## src/hw/burst_rx_consts.svh

```systemverilog
`ifndef BURST_RX_CONSTS_SVH
`define BURST_RX_CONSTS_SVH

// ----------------------------------------------------------------------
// line word format
// ----------------------------------------------------------------------

// width of one recovered line word, also the payload word width
`define BURST_WORD_W 32

// ----------------------------------------------------------------------
// frame sync patterns
// ----------------------------------------------------------------------

// preamble, repeated at burst start, checked with error tolerance
`define BURST_PREAMBLE 32'h05560556

// most mismatching bits that still count as a preamble hit
`define BURST_PREAMBLE_MAX_ERR 5

`define BURST_DELIMITER 32'hB3A5_0F1E // exact match, any of 32 offsets
`define BURST_TAIL 32'hFACE_0DD5 // exact match, locked offset only

// ----------------------------------------------------------------------
// sizes
// ----------------------------------------------------------------------

// words searched for the delimiter after sop before giving up
`define BURST_HUNT_LIMIT 16

`define BURST_FIFO_DEPTH 16 // output buffer entries

`endif

```

## src/hw/burst_rx_pkg.sv

```systemverilog
`default_nettype none

`include "burst_rx_consts.svh"

package burst_rx_pkg;

  // one line or payload word, msb is first on the wire
  typedef logic [`BURST_WORD_W-1:0] word_t;

  typedef logic [$clog2(`BURST_WORD_W)-1:0] offset_t; // bit offset 0..31

  // mismatch count, wide enough for all 32 bits wrong
  typedef logic [$clog2(`BURST_WORD_W+1)-1:0] err_cnt_t;

  // aligner states
  typedef enum logic [1:0] {
    IDLE    = 2'd0, // waiting for sop
    HUNT    = 2'd1, // searching delimiter
    PAYLOAD = 2'd2  // offset locked, forwarding words
  } align_state_t;

endpackage

`default_nettype wire

```

## src/hw/burst_word_if.sv

```systemverilog
`timescale 1ns/100ps
`default_nettype none

// aligned payload words, aligner to output fifo
// no ready here, the line side cannot be stalled
interface burst_word_if;
  import burst_rx_pkg::*;

  logic  valid;    // one cycle strobe per word
  word_t data;     // realigned payload word
  logic  last;     // final word of the burst
  logic  overflow; // sticky, word dropped on full fifo

  // aligner side
  modport src (
    output valid,
    output data,
    output last,
    input  overflow
  );

  // fifo side
  modport dst (
    input  valid,
    input  data,
    input  last,
    output overflow
  );

endinterface

`default_nettype wire

```

## src/hw/preamble_detector.sv

```systemverilog
`timescale 1ns/100ps
`default_nettype none

`include "burst_rx_consts.svh"

module preamble_detector (
  input  logic                axis_aclk_gt_rx_usrclk,
  input  logic                arst_n,
  input  logic                rx_active,
  input  burst_rx_pkg::word_t rx_data,
  output logic                sop
);
  import burst_rx_pkg::*;

  localparam word_t    PREAMBLE = `BURST_PREAMBLE;
  localparam err_cnt_t MAX_ERR  = `BURST_PREAMBLE_MAX_ERR;

  word_t    diff_bits; // 1 where rx word and preamble disagree
  err_cnt_t err_cnt;   // number of disagreeing bits
  logic     match_now; // this word looks like a preamble
  logic     match_q;   // registered match flag
  logic     match_d;   // flag one cycle older, for edge detect

  // ----------------------------------------------------------------------
  // correlator
  // ----------------------------------------------------------------------

  assign diff_bits = rx_data ^ PREAMBLE;

  // population count of the mismatch vector
  always_comb begin
    err_cnt = '0;
    for (int i = 0; i < `BURST_WORD_W; i++) begin
      err_cnt = err_cnt + err_cnt_t'(diff_bits[i]);
    end
  end

  // only words sampled while the receiver is active can hit
  assign match_now = rx_active && (err_cnt <= MAX_ERR);

  // ----------------------------------------------------------------------
  // match flag and rising edge pulse
  // ----------------------------------------------------------------------

  // a run of preamble words keeps match_q high, so only the
  // first one of the run produces a pulse
  always_ff @(posedge axis_aclk_gt_rx_usrclk or negedge arst_n) begin
    if (!arst_n) begin
      match_q <= 1'b0;
      match_d <= 1'b0;
      sop     <= 1'b0;
    end else begin
      match_q <= match_now;            // 1 cycle after the word
      match_d <= match_q;
      sop     <= match_q && !match_d;  // 2 cycles after the word
    end
  end

endmodule

`default_nettype wire

```

## src/hw/delimiter_aligner.sv

```systemverilog
`timescale 1ns/100ps
`default_nettype none

`include "burst_rx_consts.svh"

module delimiter_aligner (
  input  logic                axis_aclk_gt_rx_usrclk,
  input  logic                arst_n,
  input  logic                rx_active,
  input  burst_rx_pkg::word_t rx_data,
  input  logic                sop,
  burst_word_if.src           words
);
  import burst_rx_pkg::*;

  localparam int    W          = `BURST_WORD_W;
  localparam int    HUNT_CNT_W = $clog2(`BURST_HUNT_LIMIT + 1);
  localparam word_t DELIMITER  = `BURST_DELIMITER;
  localparam word_t TAIL       = `BURST_TAIL;
  localparam logic [HUNT_CNT_W-1:0] HUNT_LAST = HUNT_CNT_W'(`BURST_HUNT_LIMIT - 1);

  align_state_t          state;
  word_t                 prev_word;  // previous sampled line word
  logic [2*W-1:0]        window;     // prev word then current word, msb first
  logic                  delim_hit;  // delimiter found at some offset
  offset_t               delim_off;  // lowest offset that matched
  offset_t               lock_off;   // offset held for the burst
  word_t                 aligned;    // current word realigned at lock_off
  logic [HUNT_CNT_W-1:0] hunt_cnt;   // words searched so far
  word_t                 hold_data;  // one word held back for the last flag
  logic                  hold_vld;
  logic                  in_payload;
  logic                  tail_seen;  // frame tail at the locked offset
  logic                  capture;    // aligned word goes into the holder
  logic                  emit;       // held word goes out this cycle
  logic                  emit_last;  // and it closes the burst

  // ----------------------------------------------------------------------
  // bit window and delimiter search
  // ----------------------------------------------------------------------

  // offset k takes the last k bits of prev and first 32-k bits of current
  assign window  = {prev_word, rx_data};
  assign aligned = window[lock_off +: W];

  // walk from high to low offset so the lowest match wins
  always_comb begin
    delim_hit = 1'b0;
    delim_off = '0;
    for (int k = W - 1; k >= 0; k--) begin
      if (window[k +: W] == DELIMITER) begin
        delim_hit = 1'b1;
        delim_off = offset_t'(k);
      end
    end
  end

  // ----------------------------------------------------------------------
  // payload decode
  // ----------------------------------------------------------------------

  assign in_payload = (state == PAYLOAD);
  assign tail_seen  = in_payload && rx_active && (aligned == TAIL);
  assign capture    = in_payload && rx_active && !tail_seen;
  assign emit       = in_payload && hold_vld; // every payload cycle moves the holder
  assign emit_last  = tail_seen || !rx_active; // tail or receiver loss ends it

  // ----------------------------------------------------------------------
  // state machine
  // ----------------------------------------------------------------------

  always_ff @(posedge axis_aclk_gt_rx_usrclk or negedge arst_n) begin
    if (!arst_n) begin
      state       <= IDLE;
      lock_off    <= '0;
      hunt_cnt    <= '0;
      hold_vld    <= 1'b0;
      words.valid <= 1'b0;
      words.last  <= 1'b0;
    end else begin
      hold_vld    <= capture;          // tail and loss both empty the holder
      words.valid <= emit;
      words.last  <= emit && emit_last;
      case (state)
        IDLE: begin
          if (sop) begin
            state    <= HUNT;
            hunt_cnt <= '0;
          end
        end
        HUNT: begin
          if (!rx_active) begin
            state <= IDLE;             // burst gone before the delimiter
          end else if (delim_hit) begin
            state    <= PAYLOAD;
            lock_off <= delim_off;
          end else if (hunt_cnt == HUNT_LAST) begin
            state <= IDLE;             // give up, nothing emitted
          end else begin
            hunt_cnt <= hunt_cnt + 1'b1;
          end
        end
        PAYLOAD: begin
          if (emit_last) state <= IDLE;
        end
        default: state <= IDLE;
      endcase
    end
  end

  // payload registers
  always_ff @(posedge axis_aclk_gt_rx_usrclk) begin
    if (rx_active) prev_word <= rx_data; // only sampled words enter the window
    if (capture) hold_data <= aligned;
    if (emit) words.data <= hold_data;
  end

endmodule

`default_nettype wire

```

## src/hw/rx_stream_fifo.sv

```systemverilog
`timescale 1ns/100ps
`default_nettype none

`include "burst_rx_consts.svh"

module rx_stream_fifo (
  input  logic                axis_aclk_gt_rx_usrclk,
  input  logic                arst_n,
  burst_word_if.dst           words,
  output burst_rx_pkg::word_t m_axis_tdata,
  output logic                m_axis_tlast,
  output logic                m_axis_tvalid,
  input  logic                m_axis_tready
);
  import burst_rx_pkg::*;

  localparam int DEPTH = `BURST_FIFO_DEPTH;
  localparam int PTR_W = $clog2(DEPTH);
  localparam int CNT_W = $clog2(DEPTH + 1);
  localparam logic [PTR_W-1:0] PTR_LAST = PTR_W'(DEPTH - 1);

  word_t            data_mem [DEPTH]; // payload entries
  logic             last_mem [DEPTH]; // matching last flags
  logic [PTR_W-1:0] wr_ptr;
  logic [PTR_W-1:0] rd_ptr;
  logic [CNT_W-1:0] count;            // occupancy
  logic             full;
  logic             rd_en;            // stream transfer this cycle
  logic             wr_en;            // incoming word accepted
  logic             overflow_q;

  // ----------------------------------------------------------------------
  // flags
  // ----------------------------------------------------------------------

  assign full  = (count == CNT_W'(DEPTH));
  assign rd_en = m_axis_tvalid && m_axis_tready;
  // a read in the same cycle frees a slot, so full plus read still writes
  assign wr_en = words.valid && (!full || rd_en);

  // ----------------------------------------------------------------------
  // storage
  // ----------------------------------------------------------------------

  always_ff @(posedge axis_aclk_gt_rx_usrclk) begin
    if (wr_en) begin
      data_mem[wr_ptr] <= words.data;
      last_mem[wr_ptr] <= words.last;
    end
  end

  // ----------------------------------------------------------------------
  // pointers, count, overflow
  // ----------------------------------------------------------------------

  always_ff @(posedge axis_aclk_gt_rx_usrclk or negedge arst_n) begin
    if (!arst_n) begin
      wr_ptr     <= '0;
      rd_ptr     <= '0;
      count      <= '0;
      overflow_q <= 1'b0;
    end else begin
      if (wr_en) wr_ptr <= (wr_ptr == PTR_LAST) ? '0 : wr_ptr + 1'b1;
      if (rd_en) rd_ptr <= (rd_ptr == PTR_LAST) ? '0 : rd_ptr + 1'b1;
      case ({wr_en, rd_en})
        2'b10:   count <= count + 1'b1;
        2'b01:   count <= count - 1'b1;
        default: count <= count;       // none, or one in and one out
      endcase
      if (words.valid && !wr_en) overflow_q <= 1'b1; // dropped, sticky until reset
    end
  end

  // stream side reads straight from the head entry
  assign m_axis_tvalid  = (count != '0);
  assign m_axis_tdata   = data_mem[rd_ptr];
  assign m_axis_tlast   = m_axis_tvalid && last_mem[rd_ptr]; // empty entries stay quiet
  assign words.overflow = overflow_q;

endmodule

`default_nettype wire

```

## src/hw/burst_rx_top.sv

```systemverilog
`timescale 1ns/100ps
`default_nettype none

`include "burst_rx_consts.svh"

module burst_rx_top (
  input  logic                     axis_aclk_gt_rx_usrclk,
  input  logic                     arst_n,
  // recovered line side
  input  logic                     rx_active,
  input  logic [`BURST_WORD_W-1:0] rx_data,
  // status
  output logic                     sop_detected,
  output logic                     overflow,
  // user stream
  output logic [`BURST_WORD_W-1:0] m_axis_tdata,
  output logic                     m_axis_tlast,
  output logic                     m_axis_tvalid,
  input  logic                     m_axis_tready
);

  // aligned words, aligner to fifo
  burst_word_if u_words ();

  // ----------------------------------------------------------------------
  // frame sync
  // ----------------------------------------------------------------------

  preamble_detector u_preamble_detector (
    .axis_aclk_gt_rx_usrclk (axis_aclk_gt_rx_usrclk),
    .arst_n                 (arst_n),
    .rx_active              (rx_active),
    .rx_data                (rx_data),
    .sop                    (sop_detected) // also starts the delimiter hunt
  );

  delimiter_aligner u_delimiter_aligner (
    .axis_aclk_gt_rx_usrclk (axis_aclk_gt_rx_usrclk),
    .arst_n                 (arst_n),
    .rx_active              (rx_active),
    .rx_data                (rx_data),
    .sop                    (sop_detected),
    .words                  (u_words.src)
  );

  // ----------------------------------------------------------------------
  // output buffer
  // ----------------------------------------------------------------------

  rx_stream_fifo u_rx_stream_fifo (
    .axis_aclk_gt_rx_usrclk (axis_aclk_gt_rx_usrclk),
    .arst_n                 (arst_n),
    .words                  (u_words.dst),
    .m_axis_tdata           (m_axis_tdata),
    .m_axis_tlast           (m_axis_tlast),
    .m_axis_tvalid          (m_axis_tvalid),
    .m_axis_tready          (m_axis_tready)
  );

  assign overflow = u_words.overflow; // sticky drop flag from the fifo

endmodule

`default_nettype wire

```

## config.mk

```make
export PLATFORM = sky130hd
export DESIGN_NAME = burst_rx_top
export DESIGN_NICKNAME = d
export VERILOG_FILES = /design/src/hw/burst_rx_pkg.sv /design/src/hw/burst_word_if.sv /design/src/hw/preamble_detector.sv /design/src/hw/delimiter_aligner.sv /design/src/hw/rx_stream_fifo.sv /design/src/hw/burst_rx_top.sv
export VERILOG_INCLUDE_DIRS = /design/src /design/src/hw
export SDC_FILE = /design/constraint.sdc
export NUM_CORES = 1
export LEC_CHECK = 0
export BUFFER_PORTS_ARGS = -buffer_cell sky130_fd_sc_hd__buf_2
export CAP_MARGIN = 20
export CORE_MARGIN = 3
export CORE_UTILIZATION = 45
export DETAILED_ROUTE_END_ITERATION = 10
export GPL_TIMING_DRIVEN = 0
export PLACE_DENSITY_LB_ADDON = 0.12
export SLEW_MARGIN = 5
export SYNTH_ARGS = -nofsm -noshare
export SYNTH_HDL_FRONTEND = slang
export SYNTH_HIERARCHICAL = 1
export SYNTH_SLANG_ARGS = --single-unit
```

## constraint.sdc

```tcl
create_clock -name axis_aclk_gt_rx_usrclk -period 9.88 [get_ports axis_aclk_gt_rx_usrclk]
set_input_delay 0.988 -clock axis_aclk_gt_rx_usrclk [delete_from_list [all_inputs] [get_ports axis_aclk_gt_rx_usrclk]]
set_output_delay 0.988 -clock axis_aclk_gt_rx_usrclk [all_outputs]
set_load 0.03 [all_outputs]
```

Word-level counts from Yosys, hierarchy flattened
Memories as Yosys holds them, arrays and structs flattened.
Index checks and enable logic that the tools add are counted.
{"block": "word_totals", "ff_bits": 128, "ramBits": 528, "in_bits": 36, "output_inout_bits": 36, "elab_cells": 209, "memories": 2}
{"memory": "u_rx_stream_fifo.data_mem", "words": 16, "word_bits": 32, "read_ports": 1, "rd_ports_with_merged_regs": 0, "write_ports": 1, "line_no": "rx_stream_fifo.sv:22", "rtl": "word_t data_mem [DEPTH];"}
{"memory": "u_rx_stream_fifo.last_mem", "words": 16, "word_bits": 1, "read_ports": 1, "rd_ports_with_merged_regs": 0, "write_ports": 1, "line_no": "rx_stream_fifo.sv:23", "rtl": "logic last_mem [DEPTH];"}
{"block": "op_classes", "addsub": 36, "n_lt_le_gt_ge": 1, "eq_ne": 47, "n_shift": 1, "mux": 80, "bitwise_logic": 1, "reduce_logical": 25}
{"op": "$eq A32 B32 Y1 const B", "count": 33}
{"op": "$add A6 B1 Y6", "count": 30}
{"op": "$mux W5", "count": 36}
{"op": "$shiftx A64 B6 Y32", "count": 1}
{"op": "$mux W1", "count": 34}
{"op": "$pmux W5 S2", "count": 2}
{"op": "$not A12 Y12", "count": 1}
{"op": "$logic_and A1 B1 Y1", "count": 11}
{"op": "$add A5 B1 Y5 const B", "count": 2}
{"op": "$mux W2", "count": 5}
{"op": "$ne A2 B2 Y1 const B", "count": 5}
{"op": "$add A4 B1 Y4 const B", "count": 2}
{"op": "$eq A4 B4 Y1 const B", "count": 2}
{"op": "$mux W4", "count": 2}
{"op": "$le A6 B3 Y1 const B", "count": 1}
{"op": "$pmux W2 S3", "count": 1}
{"op": "$reduce_and A3 Y1", "count": 2}
{"op": "$eq A5 B4 Y1 const B", "count": 1}
{"op": "$eq A5 B5 Y1 const B", "count": 1}
{"op": "$logic_not A1 Y1", "count": 5}
{"op": "$reduce_and A5 Y1", "count": 1}
{"op": "$reduce_bool A5 Y1", "count": 1}
{"op": "$sub A5 B1 Y5 const B", "count": 1}
{"op": "$eq A2 B1 Y1 const B", "count": 2}
{"op": "6 further kinds", "count": 9}

Depth between registers and ports, before layout
Gate-level depths: netlist of the first run.
{"block": "logic_depth", "word_depth": 36, "ltp_mapped": 16, "depth_no_buf": 16}

Modules after synthesis
Netlist of the first run, hierarchy kept.
{"mod": "rx_stream_fifo", "n_inst": 1, "cells_per_inst": 927, "area_each_um2": 20667.3, "seq_area_each_um2": 16205.5}
{"mod": "delimiter_aligner", "n_inst": 1, "cells_per_inst": 1008, "area_each_um2": 9958.3, "seq_area_each_um2": 3228.1}
{"mod": "preamble_detector", "n_inst": 1, "cells_per_inst": 84, "area_each_um2": 864.6, "seq_area_each_um2": 75.1}

Least setup slack after synthesis of the first run
Ideal clock, no wire load.
{"block": "synth_timing", "path_kind": "in2reg", "start": "input rx_data[19]", "end": "register u_preamble_detector.match_q", "setup_time_ns": 0.126, "arrival_ns": 5.051, "required_ns": 9.754, "setup_slack_ns": 4.703, "path_stages": 16, "n_path_buf": 0, "cell_sequence": "fa_1 > inv_1 > fa_1 > inv_1 > fa_1 > inv_1 > fa_1 > fa_1 > fa_1 > inv_1 > ha_1 > inv_1 > fa_1 > and3_1 > mux2i_1 > o22ai_1"}
{"block": "synth_between", "elab_chain_len": 15}
{"element": "start: declaration", "line_no": "burst_rx_top.sv:11", "rtl": "input logic [`BURST_WORD_W-1:0] rx_data,"}
{"element": "$add A6 B1 Y6 (13 in series)", "line_no": "preamble_detector.sv:34", "rtl": "err_cnt = err_cnt + err_cnt_t'(diff_bits[i]);"}
{"element": "$le A6 B3 Y1", "line_no": "preamble_detector.sv:39", "rtl": "assign match_now = rx_active && (err_cnt <= MAX_ERR);"}
{"element": "$logic_and A1 B1 Y1", "line_no": "preamble_detector.sv:39"}
{"element": "named net u_preamble_detector.match_now", "line_no": "preamble_detector.sv:20", "rtl": "logic match_now;"}
{"element": "end signal: assignment", "line_no": "preamble_detector.sv:53", "rtl": "match_q <= match_now;"}
{"element": "end: declaration", "line_no": "preamble_detector.sv:21", "rtl": "logic match_q;"}
The timed path passes the listed nets, and every way through them passes these cells.
A chain may end at the register's enable or synchronous reset.

Final worst setup path of the first run
{"block": "layout_timing", "start": "input rx_data[29]", "end": "register u_preamble_detector.match_q"}
{"block": "layout_between", "elab_chain_len": 5}
{"element": "$add A6 B1 Y6 (3 in series)", "line_no": "preamble_detector.sv:34"}
{"element": "$le A6 B3 Y1", "line_no": "preamble_detector.sv:39"}
{"element": "$logic_and A1 B1 Y1", "line_no": "preamble_detector.sv:39"}
{"element": "named net u_preamble_detector.match_now", "line_no": "preamble_detector.sv:20"}
The timed path passes the listed nets, and every way through them passes these cells.

==> results of run 1 <==
sequential cells by signal (all words and copies together) (netlist names):
register	cells
u_delimiter_aligner/prev_word	31
u_rx_stream_fifo/data_mem	512
u_rx_stream_fifo/wr_ptr	4
u_delimiter_aligner/hold_vld	1
u_rx_stream_fifo/last_mem	16
u_preamble_detector/match_d	1
u_delimiter_aligner/words.valid	1
u_rx_stream_fifo/words.overflow	1
u_delimiter_aligner/hold_data	32
u_preamble_detector/match_q	1
u_delimiter_aligner/hunt_cnt	5
u_delimiter_aligner/words.last	1
u_delimiter_aligner/lock_off	5
u_rx_stream_fifo/rd_ptr	4
u_delimiter_aligner/words.data	32
u_delimiter_aligner/state	2
u_preamble_detector/sop	1
u_rx_stream_fifo/count	5
per-stage QoR:
stage	hold WS, ns	power (uW)
6_report	0.377	7960
2_1_floorplan	0.347	4830
4_1_cts	0.382	8040
5_1_grt	0.409	8310
3_5_place_dp	0.369	5620
3_3_place_gp	0.357	5590
worst max-delay path, cell delays in order:
cell and delay, ns:
buf_2 0.34, inv_1 0.12, fa_1 0.51, inv_1 0.05, fa_1 0.47, inv_1 0.05, fa_1 0.46, fa_1 0.48
fa_1 0.50, fa_1 0.41, inv_1 0.07, ha_1 0.17, inv_1 0.07, fa_1 0.59, and3_1 0.17, mux2i_1 0.07
o22ai_1 0.67
cell type report:
class / instances / area [um2]
Multi-Input combinational cell: 1155 / 11200
Sequential cell: 655 / 19500
Tap cell: 931 / 1160
Clock inverter: 38 / 288
Antenna cell: 3 / 7.51
Clock buffer: 88 / 1830
Inverter: 60 / 225
Fill cell: 5805 / 33100
Buffer: 149 / 678
Timing Repair Buffer: 110 / 961
kinds of logic after synthesis:
| family | after synthesis | share of synthesized area, % |
|---|---|---|
| AND/OR/NAND/NOR | 627 | 11.9 |
| AO/OA/AOI/OAI | 221 | 5.08 |
| multiplexers | 260 | 15.8 |
| flip-flops | 655 | 62.0 |
| XOR/XNOR | 5 | 0.139 |
| buffers and inverters | 209 | 2.87 |
| adder cells (fa/ha/maj) | 42 | 2.26 |
where the power goes:
| group | switching, uW | internal (uW) | leakage [uW] |
|---|---|---|---|
| Sequential | 51.0 | 3040 | 0.00603 |
| Clock | 1060 | 1350 | 0.00102 |
| Combinational | 1500 | 957 | 0.00467 |
cell usage after synthesis (all sizes together), types with 21 or more instances:
master / n / area share, %
dfrtp: 32 / 2.5
nand2: 138 / 1.6
edfxtp: 623 / 59
nor4: 44 / 0.91
mux2: 35 / 1.3
nor4bb: 31 / 0.99
fa: 25 / 1.6
o21ai: 30 / 0.48
nand2b: 22 / 0.44
nand3: 44 / 0.70
nor3: 31 / 0.49
nor2: 64 / 0.77
mux2i: 44 / 1.5
nor4b: 21 / 0.64
buf: 57 / 1.1
mux4: 181 / 13
inv: 60 / 0.72
nor2b: 51 / 1.0
nand4: 53 / 1.1
clkbuf: 92 / 1.1
a22oi: 79 / 1.9
per-layer routing:
metal  wire length, um  part of all wire, %
met3              6650                  6.2
met2             52600                   49
met1             41900                   39
met4              6630                  6.2
met5                 0                    0
worst paths after layout:
| check | start | endpoint | slack (ns) | cells past startpoint |
|---|---|---|---|---|
| setup / recovery | rx_data[29] | u_preamble_detector/match_q | 4.09 | 17 |
| hold / removal | u_preamble_detector/match_q | u_preamble_detector/match_d | 0.38 | 0 |
| setup reg to reg | u_delimiter_aligner/prev_word[1] | u_delimiter_aligner/state[1] | 5.12 | 10 |
| hold reg to reg | u_preamble_detector/match_q | u_preamble_detector/match_d | 0.38 | 0 |
| max in group asynchronous | arst_n | u_delimiter_aligner/state[1] | 8.91 | 1 |
| min in group asynchronous | arst_n | u_rx_stream_fifo/words.overflow | 0.47 | 1 |
==> impl_metrics.env, run 1 <==
export IMPL_status="complete, no violations"
export IMPL_synth_area_per_cell_um2=15.6
export IMPL_cp_max_fo=9
export IMPL_antenna_found_initial=2
export IMPL_synth_seq_area_share_pct=62.0
export IMPL_mostFrequentLayoutCells="edfxtp_1 (623), mux4_2 (176), nand2_1 (138)"
export IMPL_drc=0
export IMPL_stdcell_count=3189
export IMPL_powerDensity_nw_per_um2=222
export IMPL_area_growth_pct=13.9
export IMPL_drt_iter0_markers=2500
export IMPL_finalCriticalPeriod_ns=5.79
export IMPL_synthDistinctLibCells=86
export IMPL_peakVddDrop_mv=0.372
export IMPL_post_cts_buffers=0
export IMPL_grt_pass1_vias=20900
export IMPL_finalWirelength_um=108000
export IMPL_setup_violations=0
export IMPL_ios=72
export IMPL_critPathKind="in2reg"
export IMPL_dp_hpwl_um=78700
export IMPL_rsz0062_at_grt="false"
export IMPL_layout_drive_gt1_share_pct=22.0
export IMPL_hold_buffers=0
export IMPL_gp_congestion=1.07
export IMPL_core_area_um2=68900
export IMPL_setup_tns_final_ns=0
export IMPL_numCtsBuffers=70
export IMPL_synth_cells=2019
export IMPL_min_path_type="reg2reg"
export IMPL_hold_violations=0
export IMPL_synth_area_um2=31500
export IMPL_layout_nets=2279
export IMPL_synth_edff_count=623
export IMPL_ys_seq_elements=655
export IMPL_slew_headroom_pct=8.50
export IMPL_path_clk_slew_ns=0.06
export IMPL_top_usage_layer="met2"
export IMPL_grt_max_degree=38
export IMPL_port_buffers=71
export IMPL_fin_ws_ns=4.09
export IMPL_synth_top_flop_cell="edfxtp_1"
export IMPL_dp_cells=3060
export IMPL_arrival_ns=6.19
export IMPL_htreeDepth=3
export IMPL_cts_root_buf="clkbuf_16"
export IMPL_fin_util_pct=52.0
export IMPL_fmax_ghz=0.173
export IMPL_post_cts_resized=0
export IMPL_syn_nets=2097
export IMPL_grt_met3_usage_pct=3.50
export IMPL_initial_utilization_pct=45.7
export IMPL_cap_violations=0
export IMPL_die_area_um2=73200
export IMPL_vias=20600
export IMPL_yosys_warnings=6
export IMPL_chipWidth_um=271
export IMPL_final_cell_area_um2=35900
export IMPL_firstDrtPassIters=6
export IMPL_use_met1_pct=38.1
export IMPL_finalCritPeriodShare_pct=58.6
export IMPL_cp_start_kind="primary input"
export IMPL_dp_slack_ns=3.52
export IMPL_drv_slew=0
export IMPL_async_reset_ff_share_pct=4.89
export IMPL_cts_tree="done"
export IMPL_clock_latency_ns=0.61
export IMPL_clock_sinks=655
export IMPL_clock_skew_ns=0.0185
export IMPL_worstMarginPinSlew_ns=1.37
export IMPL_die_h_um=271
export IMPL_wire_per_inst_um=33.8
export IMPL_p_leak_uw=0.0117
export IMPL_grtUsageTotal_pct=29.5
export IMPL_drtAntennaViolNets=0
export IMPL_rows=96
export IMPL_viasPerCell=6.45
export IMPL_dpl_instance_area_um2=33700
export IMPL_mostFrequentLayoutCell="edfxtp_1"
export IMPL_grt_pass1_wl_um=154000
export IMPL_overflow=0
export IMPL_use_met2_pct=49.4
export IMPL_cts_buffer_depth=3
export IMPL_worstPathRequired_ns=10.28
export IMPL_cp_end_kind="register"
Power figures use the tool's default switching activity.
==> run 2: changes to the inputs <==
clock period = 4.68 ns   (was 9.88 ns; I/O delays follow)
==> run 2 against run 1 <==
  * The flow now finishes with violations (setup timing)
  * Cell area grew 0.31%
  * Sequential share of layout area shrank 0.17 points
  * Sequential power grew 110%
  * Largest power group unchanged
==> impl_metrics.env, run 2 (synthesis results as in run 1) <==
export IMPL_min_path_type="in2reg"
export IMPL_fmax_ghz=0.214
export IMPL_largestRegisters="u_rx_stream_fifo/data_mem (512), u_delimiter_aligner/hold_data (32), u_delimiter_aligner/words.data (32)"
export IMPL_crit_family="adder cells"
export IMPL_path_clk_slew_ns=0.06
export IMPL_peakVddDrop_mv=1.05
export IMPL_setup_tns_final_ns=-0.00137
export IMPL_drv_slew=0
export IMPL_finalCritPeriodShare_pct=100
export IMPL_rsz0062_at_grt="true"
export IMPL_intPower_uw=11500
export IMPL_numCtsBuffers=70
export IMPL_cts_root_buf="clkbuf_16"
export IMPL_crit_top_cell="fa_1"
export IMPL_clock_skew_ns=0.0175
export IMPL_arrival_ns=5.15
export IMPL_die_h_um=271
export IMPL_pwr_share_clk_pct=29.8
export IMPL_power_switching_uw=5650
export IMPL_dp_hpwl_um=78700
export IMPL_area_growth_pct=14.3
export IMPL_largest_reg_flops=512
export IMPL_dp_slack_ns=-1.16
export IMPL_finalWirelength_um=108000
export IMPL_htreeDepth=3
export IMPL_initial_utilization_pct=45.7
export IMPL_cp_end_kind="register"
export IMPL_vias=20600
export IMPL_seqPwrFrac_pct=38.1
export IMPL_comb_power_share_pct=32.1
export IMPL_grt_pass1_wl_um=154000
export IMPL_multi_input_area_um2=11300
export IMPL_cp_buffers_inverters=6
export IMPL_cp_start_kind="primary input"
export IMPL_chipWidth_um=271
export IMPL_cts_buffer_depth=3
export IMPL_die_area_um2=73200
export IMPL_ios=72
export IMPL_drtAntennaViolNets=0
export IMPL_worstMarginPinSlew_ns=1.35
export IMPL_antenna_found_initial=1
export IMPL_port_buffers=71
export IMPL_viasPerCell=6.47
export IMPL_cts_tree="done"
export IMPL_mostFrequentLayoutCells="edfxtp_1 (623), mux4_2 (176), nand2_1 (138)"
export IMPL_wire_per_inst_um=33.8
export IMPL_cp_slowest_cell="fa_2"
export IMPL_rows=96
export IMPL_p_sw_share_pct=32.9
export IMPL_violations="setup timing"
export IMPL_powerDensity_nw_per_um2=476
export IMPL_max_stage_delay_ns=0.59
export IMPL_slew_headroom_pct=9.35
export IMPL_grtUsageTotal_pct=29.5
export IMPL_hold_violations=0
export IMPL_power_uw=17100
export IMPL_status="finished, violations left"
export IMPL_setup_violations=1
export IMPL_overflow=0
export IMPL_core_area_um2=68900
export IMPL_dp_cells=3060
export IMPL_top_register="u_rx_stream_fifo/data_mem"
export IMPL_cap_violations=0
export IMPL_clock_sinks=655
export IMPL_crit_chain="buf_4 > inv_1 > fa_1 > inv_1 > fa_1 > inv_1 > fa_1 > fa_1 > fa_1 > fa_1 > inv_2 > ha_4 > inv_2 > fa_2 > nor2_1 > a2bb2oi_2 > o22ai_4"
export IMPL_stdcell_count=3190
export IMPL_gp_congestion=1.07
export IMPL_grt_max_degree=38
export IMPL_layout_nets=2282
export IMPL_firstDrtPassIters=8
export IMPL_fillCellCount=5796
export IMPL_seq_area_um2=19500
export IMPL_mostFrequentLayoutCell="edfxtp_1"
export IMPL_cp_max_fo=9
export IMPL_worstPathRequired_ns=5.15
export IMPL_drt_iter0_markers=2446
export IMPL_grt_pass1_vias=20900
export IMPL_drc=0
export IMPL_layout_drive_gt1_share_pct=22.5
export IMPL_fin_ws_ns=-0.00137
export IMPL_finalCriticalPeriod_ns=4.68
export IMPL_critPathKind="in2reg"
export IMPL_p_leak_uw=0.0117
export IMPL_clock_latency_ns=0.60
## run 2: routing by layer
layer  share of wire [%]  vias up  global-route usage (%)  routed length [um]
li1                    -     8579                       -                   -
met1                  39    10700                    38.3               41700
met2                  49     1109                    49.3               52700
met3                 6.4      290                    3.44                6910
met4                 6.1        0                    15.0                6610
met5                   0        -                       0                   0
## run 2: worst paths after layout
kind | startpoint | endpoint | slack, ns | cells past startpoint
worst max-delay path | rx_data[29] | u_preamble_detector/match_q | -0.001 | 17
worst min-delay path | rx_data[8] | u_delimiter_aligner/prev_word[8] | 0.08 | 1
worst max register to register | u_delimiter_aligner/prev_word[1] | u_delimiter_aligner/state[1] | 0.32 | 9
worst min register to register | u_preamble_detector/match_q | u_preamble_detector/match_d | 0.38 | 0
max in group asynchronous | arst_n | u_delimiter_aligner/state[1] | 3.68 | 2
min in group asynchronous | arst_n | u_rx_stream_fifo/words.overflow | 0.50 | 2
## run 2: power groups by stage
stage | registers (uW) | logic, uW | clock network [uW]
finish | 6530 | 5510 | 5110
global route | 6530 | 5920 | 5470
CTS | 6520 | 5390 | 5210
detailed placement | 6640 | 5230 | 0
global placement | 6640 | 5170 | 0
floorplan | 6600 | 3600 | 0
## run 2: per-stage QoR
step	area (um2)	utilization, %	hold WS [ns]
floorplan	31500	-	0.172
global placement	33000	47.9	0.357
detailed placement	33700	49.0	0.369
CTS	35900	52.1	0.0525
global route	36000	52.2	0.0645
finish	36000	52.2	0.0776
## run 2: area by class of cell
| cell class | count | area share [%] |
|---|---|---|
| diodes | 1 | 0.00695 |
| plain buffers | 149 | 1.88 |
| clock buffers | 88 | 5.08 |
| clock inverters | 38 | 0.800 |
| inverters | 60 | 0.626 |
| multi-input cells | 1155 | 31.3 |
| flip-flops and latches | 655 | 54.2 |
| well taps | 931 | 3.24 |
| repair buffers | 113 | 2.83 |
## run 2: repair_timing
item,in CTS,in global routing
pin swaps,3,8
endpoints found under the hold margin,32,0
gates resized for setup,12,12
setup endpoints to repair,1,2
hold buffers,1,0
setup buffers,0,2
==> run 3: changes to the inputs <==
==> constraint.sdc (replaced) <==
create_clock -name axis_aclk_gt_rx_usrclk -period 4.68 [get_ports axis_aclk_gt_rx_usrclk]
set_input_delay 1.404 -clock axis_aclk_gt_rx_usrclk [delete_from_list [all_inputs] [get_ports axis_aclk_gt_rx_usrclk]]
set_output_delay 1.404 -clock axis_aclk_gt_rx_usrclk [all_outputs]
set_load 0.03 [all_outputs]
==> run 3 against run 2 <==
  * The run still ends with setup timing left
  * Sequential share of layout area down 0.13 points
  * Clock skew up 0.0014 ns
  * Cell count about the same
  * Register-to-register slack worse by 0.07 ns
  * Cell area up 0.25%
  * Routed wire length up 2.8%
  * Non-clock buffer count down 2
  * Sequential cell count unchanged
  * Sequential power about the same
  * Via count up 0.98%
  * Largest power group unchanged
==> impl_metrics.env, run 3 (synthesis results as in run 1) <==
export IMPL_gp_congestion=1.03
export IMPL_drc=0
export IMPL_firstDrtPassIters=7
export IMPL_cp_end_kind="register"
export IMPL_finalWirelength_um=111000
export IMPL_rows=96
export IMPL_finalCritPeriodShare_pct=120
export IMPL_mostFrequentLayoutCell="edfxtp_1"
export IMPL_fin_ws_ns=-0.957
export IMPL_cts_buffer_depth=3
export IMPL_clock_skew_ns=0.0188
export IMPL_viasPerCell=6.54
export IMPL_r2r_start="u_delimiter_aligner/prev_word[1]"
export IMPL_path_clk_slew_ns=0.06
export IMPL_p_leak_uw=0.0118
export IMPL_violations="setup timing"
export IMPL_r2r_cells=10
export IMPL_die_h_um=271
export IMPL_port_buffers=71
export IMPL_status="finished, violations left"
export IMPL_chipWidth_um=271
export IMPL_vias=20800
export IMPL_overflow=0
export IMPL_grt_max_degree=38
export IMPL_top_register="u_rx_stream_fifo/data_mem"
export IMPL_layout_drive_gt1_share_pct=23.4
export IMPL_min_path_type="reg2reg"
export IMPL_core_area_um2=68900
export IMPL_worstMarginPinSlew_ns=1.21
export IMPL_powerDensity_nw_per_um2=487
export IMPL_cp_max_fo=7
export IMPL_worst_r2r_setup_slack_ns=0.25
export IMPL_critPathKind="in2reg"
export IMPL_dp_hpwl_um=77600
export IMPL_cp_start_kind="primary input"
export IMPL_grtUsageTotal_pct=30.3
export IMPL_clock_sinks=655
export IMPL_arrival_ns=6.09
export IMPL_layout_nets=2281
export IMPL_clock_latency_ns=0.59
export IMPL_drt_iter0_markers=2333
export IMPL_antenna_found_initial=3
export IMPL_fmax_ghz=0.177
export IMPL_whs_ns=0.378
export IMPL_peakVddDrop_mv=0.517
export IMPL_die_area_um2=73200
export IMPL_cap_violations=0
export IMPL_area_growth_pct=14.6
export IMPL_endpoint="u_preamble_detector/match_q"
export IMPL_cts_root_buf="clkbuf_16"
export IMPL_startpoint="rx_data[15]"
export IMPL_ios=72
export IMPL_drtAntennaViolNets=0
export IMPL_worstPathRequired_ns=5.14
export IMPL_grt_pass1_wl_um=159000
export IMPL_wire_per_inst_um=34.8
export IMPL_htreeDepth=3
export IMPL_finalCriticalPeriod_ns=5.64
export IMPL_mostFrequentLayoutCells="edfxtp_1 (623), mux4_2 (176), nand2_1 (138)"
export IMPL_fin_util_pct=52.3
export IMPL_grt_pass1_vias=21400
export IMPL_largestRegisters="u_rx_stream_fifo/data_mem (512), u_delimiter_aligner/hold_data (32), u_delimiter_aligner/words.data (32)"
export IMPL_hold_violations=0
export IMPL_slew_headroom_pct=18.5
export IMPL_r2r_end="u_delimiter_aligner/lock_off[2]"
export IMPL_setup_violations=2
export IMPL_drv_slew=0
export IMPL_initial_utilization_pct=45.7
export IMPL_cts_tree="done"
export IMPL_largest_reg_flops=512
export IMPL_numCtsBuffers=71
export IMPL_rsz0062_at_grt="true"
==> run 3: timing repair <==
item	CTS	global route
setup buffers	0	2
resized for setup	34	20
hold buffers	0	0
pin swaps	3	7
setup endpoints to repair	79	28
==> run 3: worst min-delay path by stage <==
| stage | start | endpoint | cells after the start |
|---|---|---|---|
| floorplan | u_preamble_detector/match_q | u_preamble_detector/match_d | 0 |
| global placement | u_preamble_detector/match_q | u_preamble_detector/match_d | 0 |
| detailed placement | u_preamble_detector/match_q | u_preamble_detector/match_d | 0 |
| CTS | u_preamble_detector/match_q | u_preamble_detector/match_d | 0 |
| global route | u_preamble_detector/match_q | u_preamble_detector/match_d | 0 |
| finish | u_preamble_detector/match_q | u_preamble_detector/match_d | 0 |
==> run 3: layout make-up <==
cell class | count | area, um2
plain buffers | 149 | 716
clock buffers | 88 | 1880
inverters | 60 | 225
clock inverters | 37 | 355
repair buffers | 111 | 956
diodes | 1 | 2.50
fillers | 5809 | 32900
flip-flops and latches | 655 | 19500
well taps | 931 | 1160
multi-input cells | 1155 | 11300
==> run 3: through the flow <==
| step | power, uW | instances | setup WS (ns) | TNS (ns) | area [um2] |
|---|---|---|---|---|---|
| 6_report | 17600 | 3187 | -0.957 | -1.11 | 36100 |
| 5_1_grt | 18300 | 3186 | -1.00 | -1.00 | 36100 |
| 4_1_cts | 17500 | 3184 | -0.896 | -0.896 | 36000 |
| 3_5_place_dp | 11900 | 3059 | -2.05 | -48.72 | 33700 |
| 3_3_place_gp | 11900 | 3021 | -3.54 | -1061.12 | 33000 |
| 2_1_floorplan | 10200 | 2019 | -0.904 | -0.904 | 31500 |
==> run 3: layer usage <==
metal  wire length (um)  vias up  track usage (%)
met2              53400     1087             50.0
met3               7320      311             3.88
li1                   -     8555                -
met1              42900    10900             39.0
met5                 20        -                0
met4               7290        2             17.0
==> run 3: worst max-delay path: stages <==
cell and delay [ns]:
clkbuf_4 0.22, fa_1 0.49, fa_1 0.51, fa_1 0.55
inv_2 0.04, fa_1 0.48, fa_1 0.55, fa_1 0.42
inv_1 0.07, ha_2 0.19, inv_2 0.04, fa_2 0.56
and3_4 0.20, mux2i_4 0.07, o22ai_4 0.30
==> run 3: power by group <==
| part | total (uW) | switching (uW) | internal, uW | leakage (uW) |
|---|---|---|---|---|
| Combinational | 5630 | 3380 | 2240 | 0.00470 |
| Clock | 5420 | 2270 | 3150 | 0.00107 |
| Sequential | 6530 | 112 | 6420 | 0.00603 |
| Total | 17600 | 5770 | 11800 | 0.0118 |
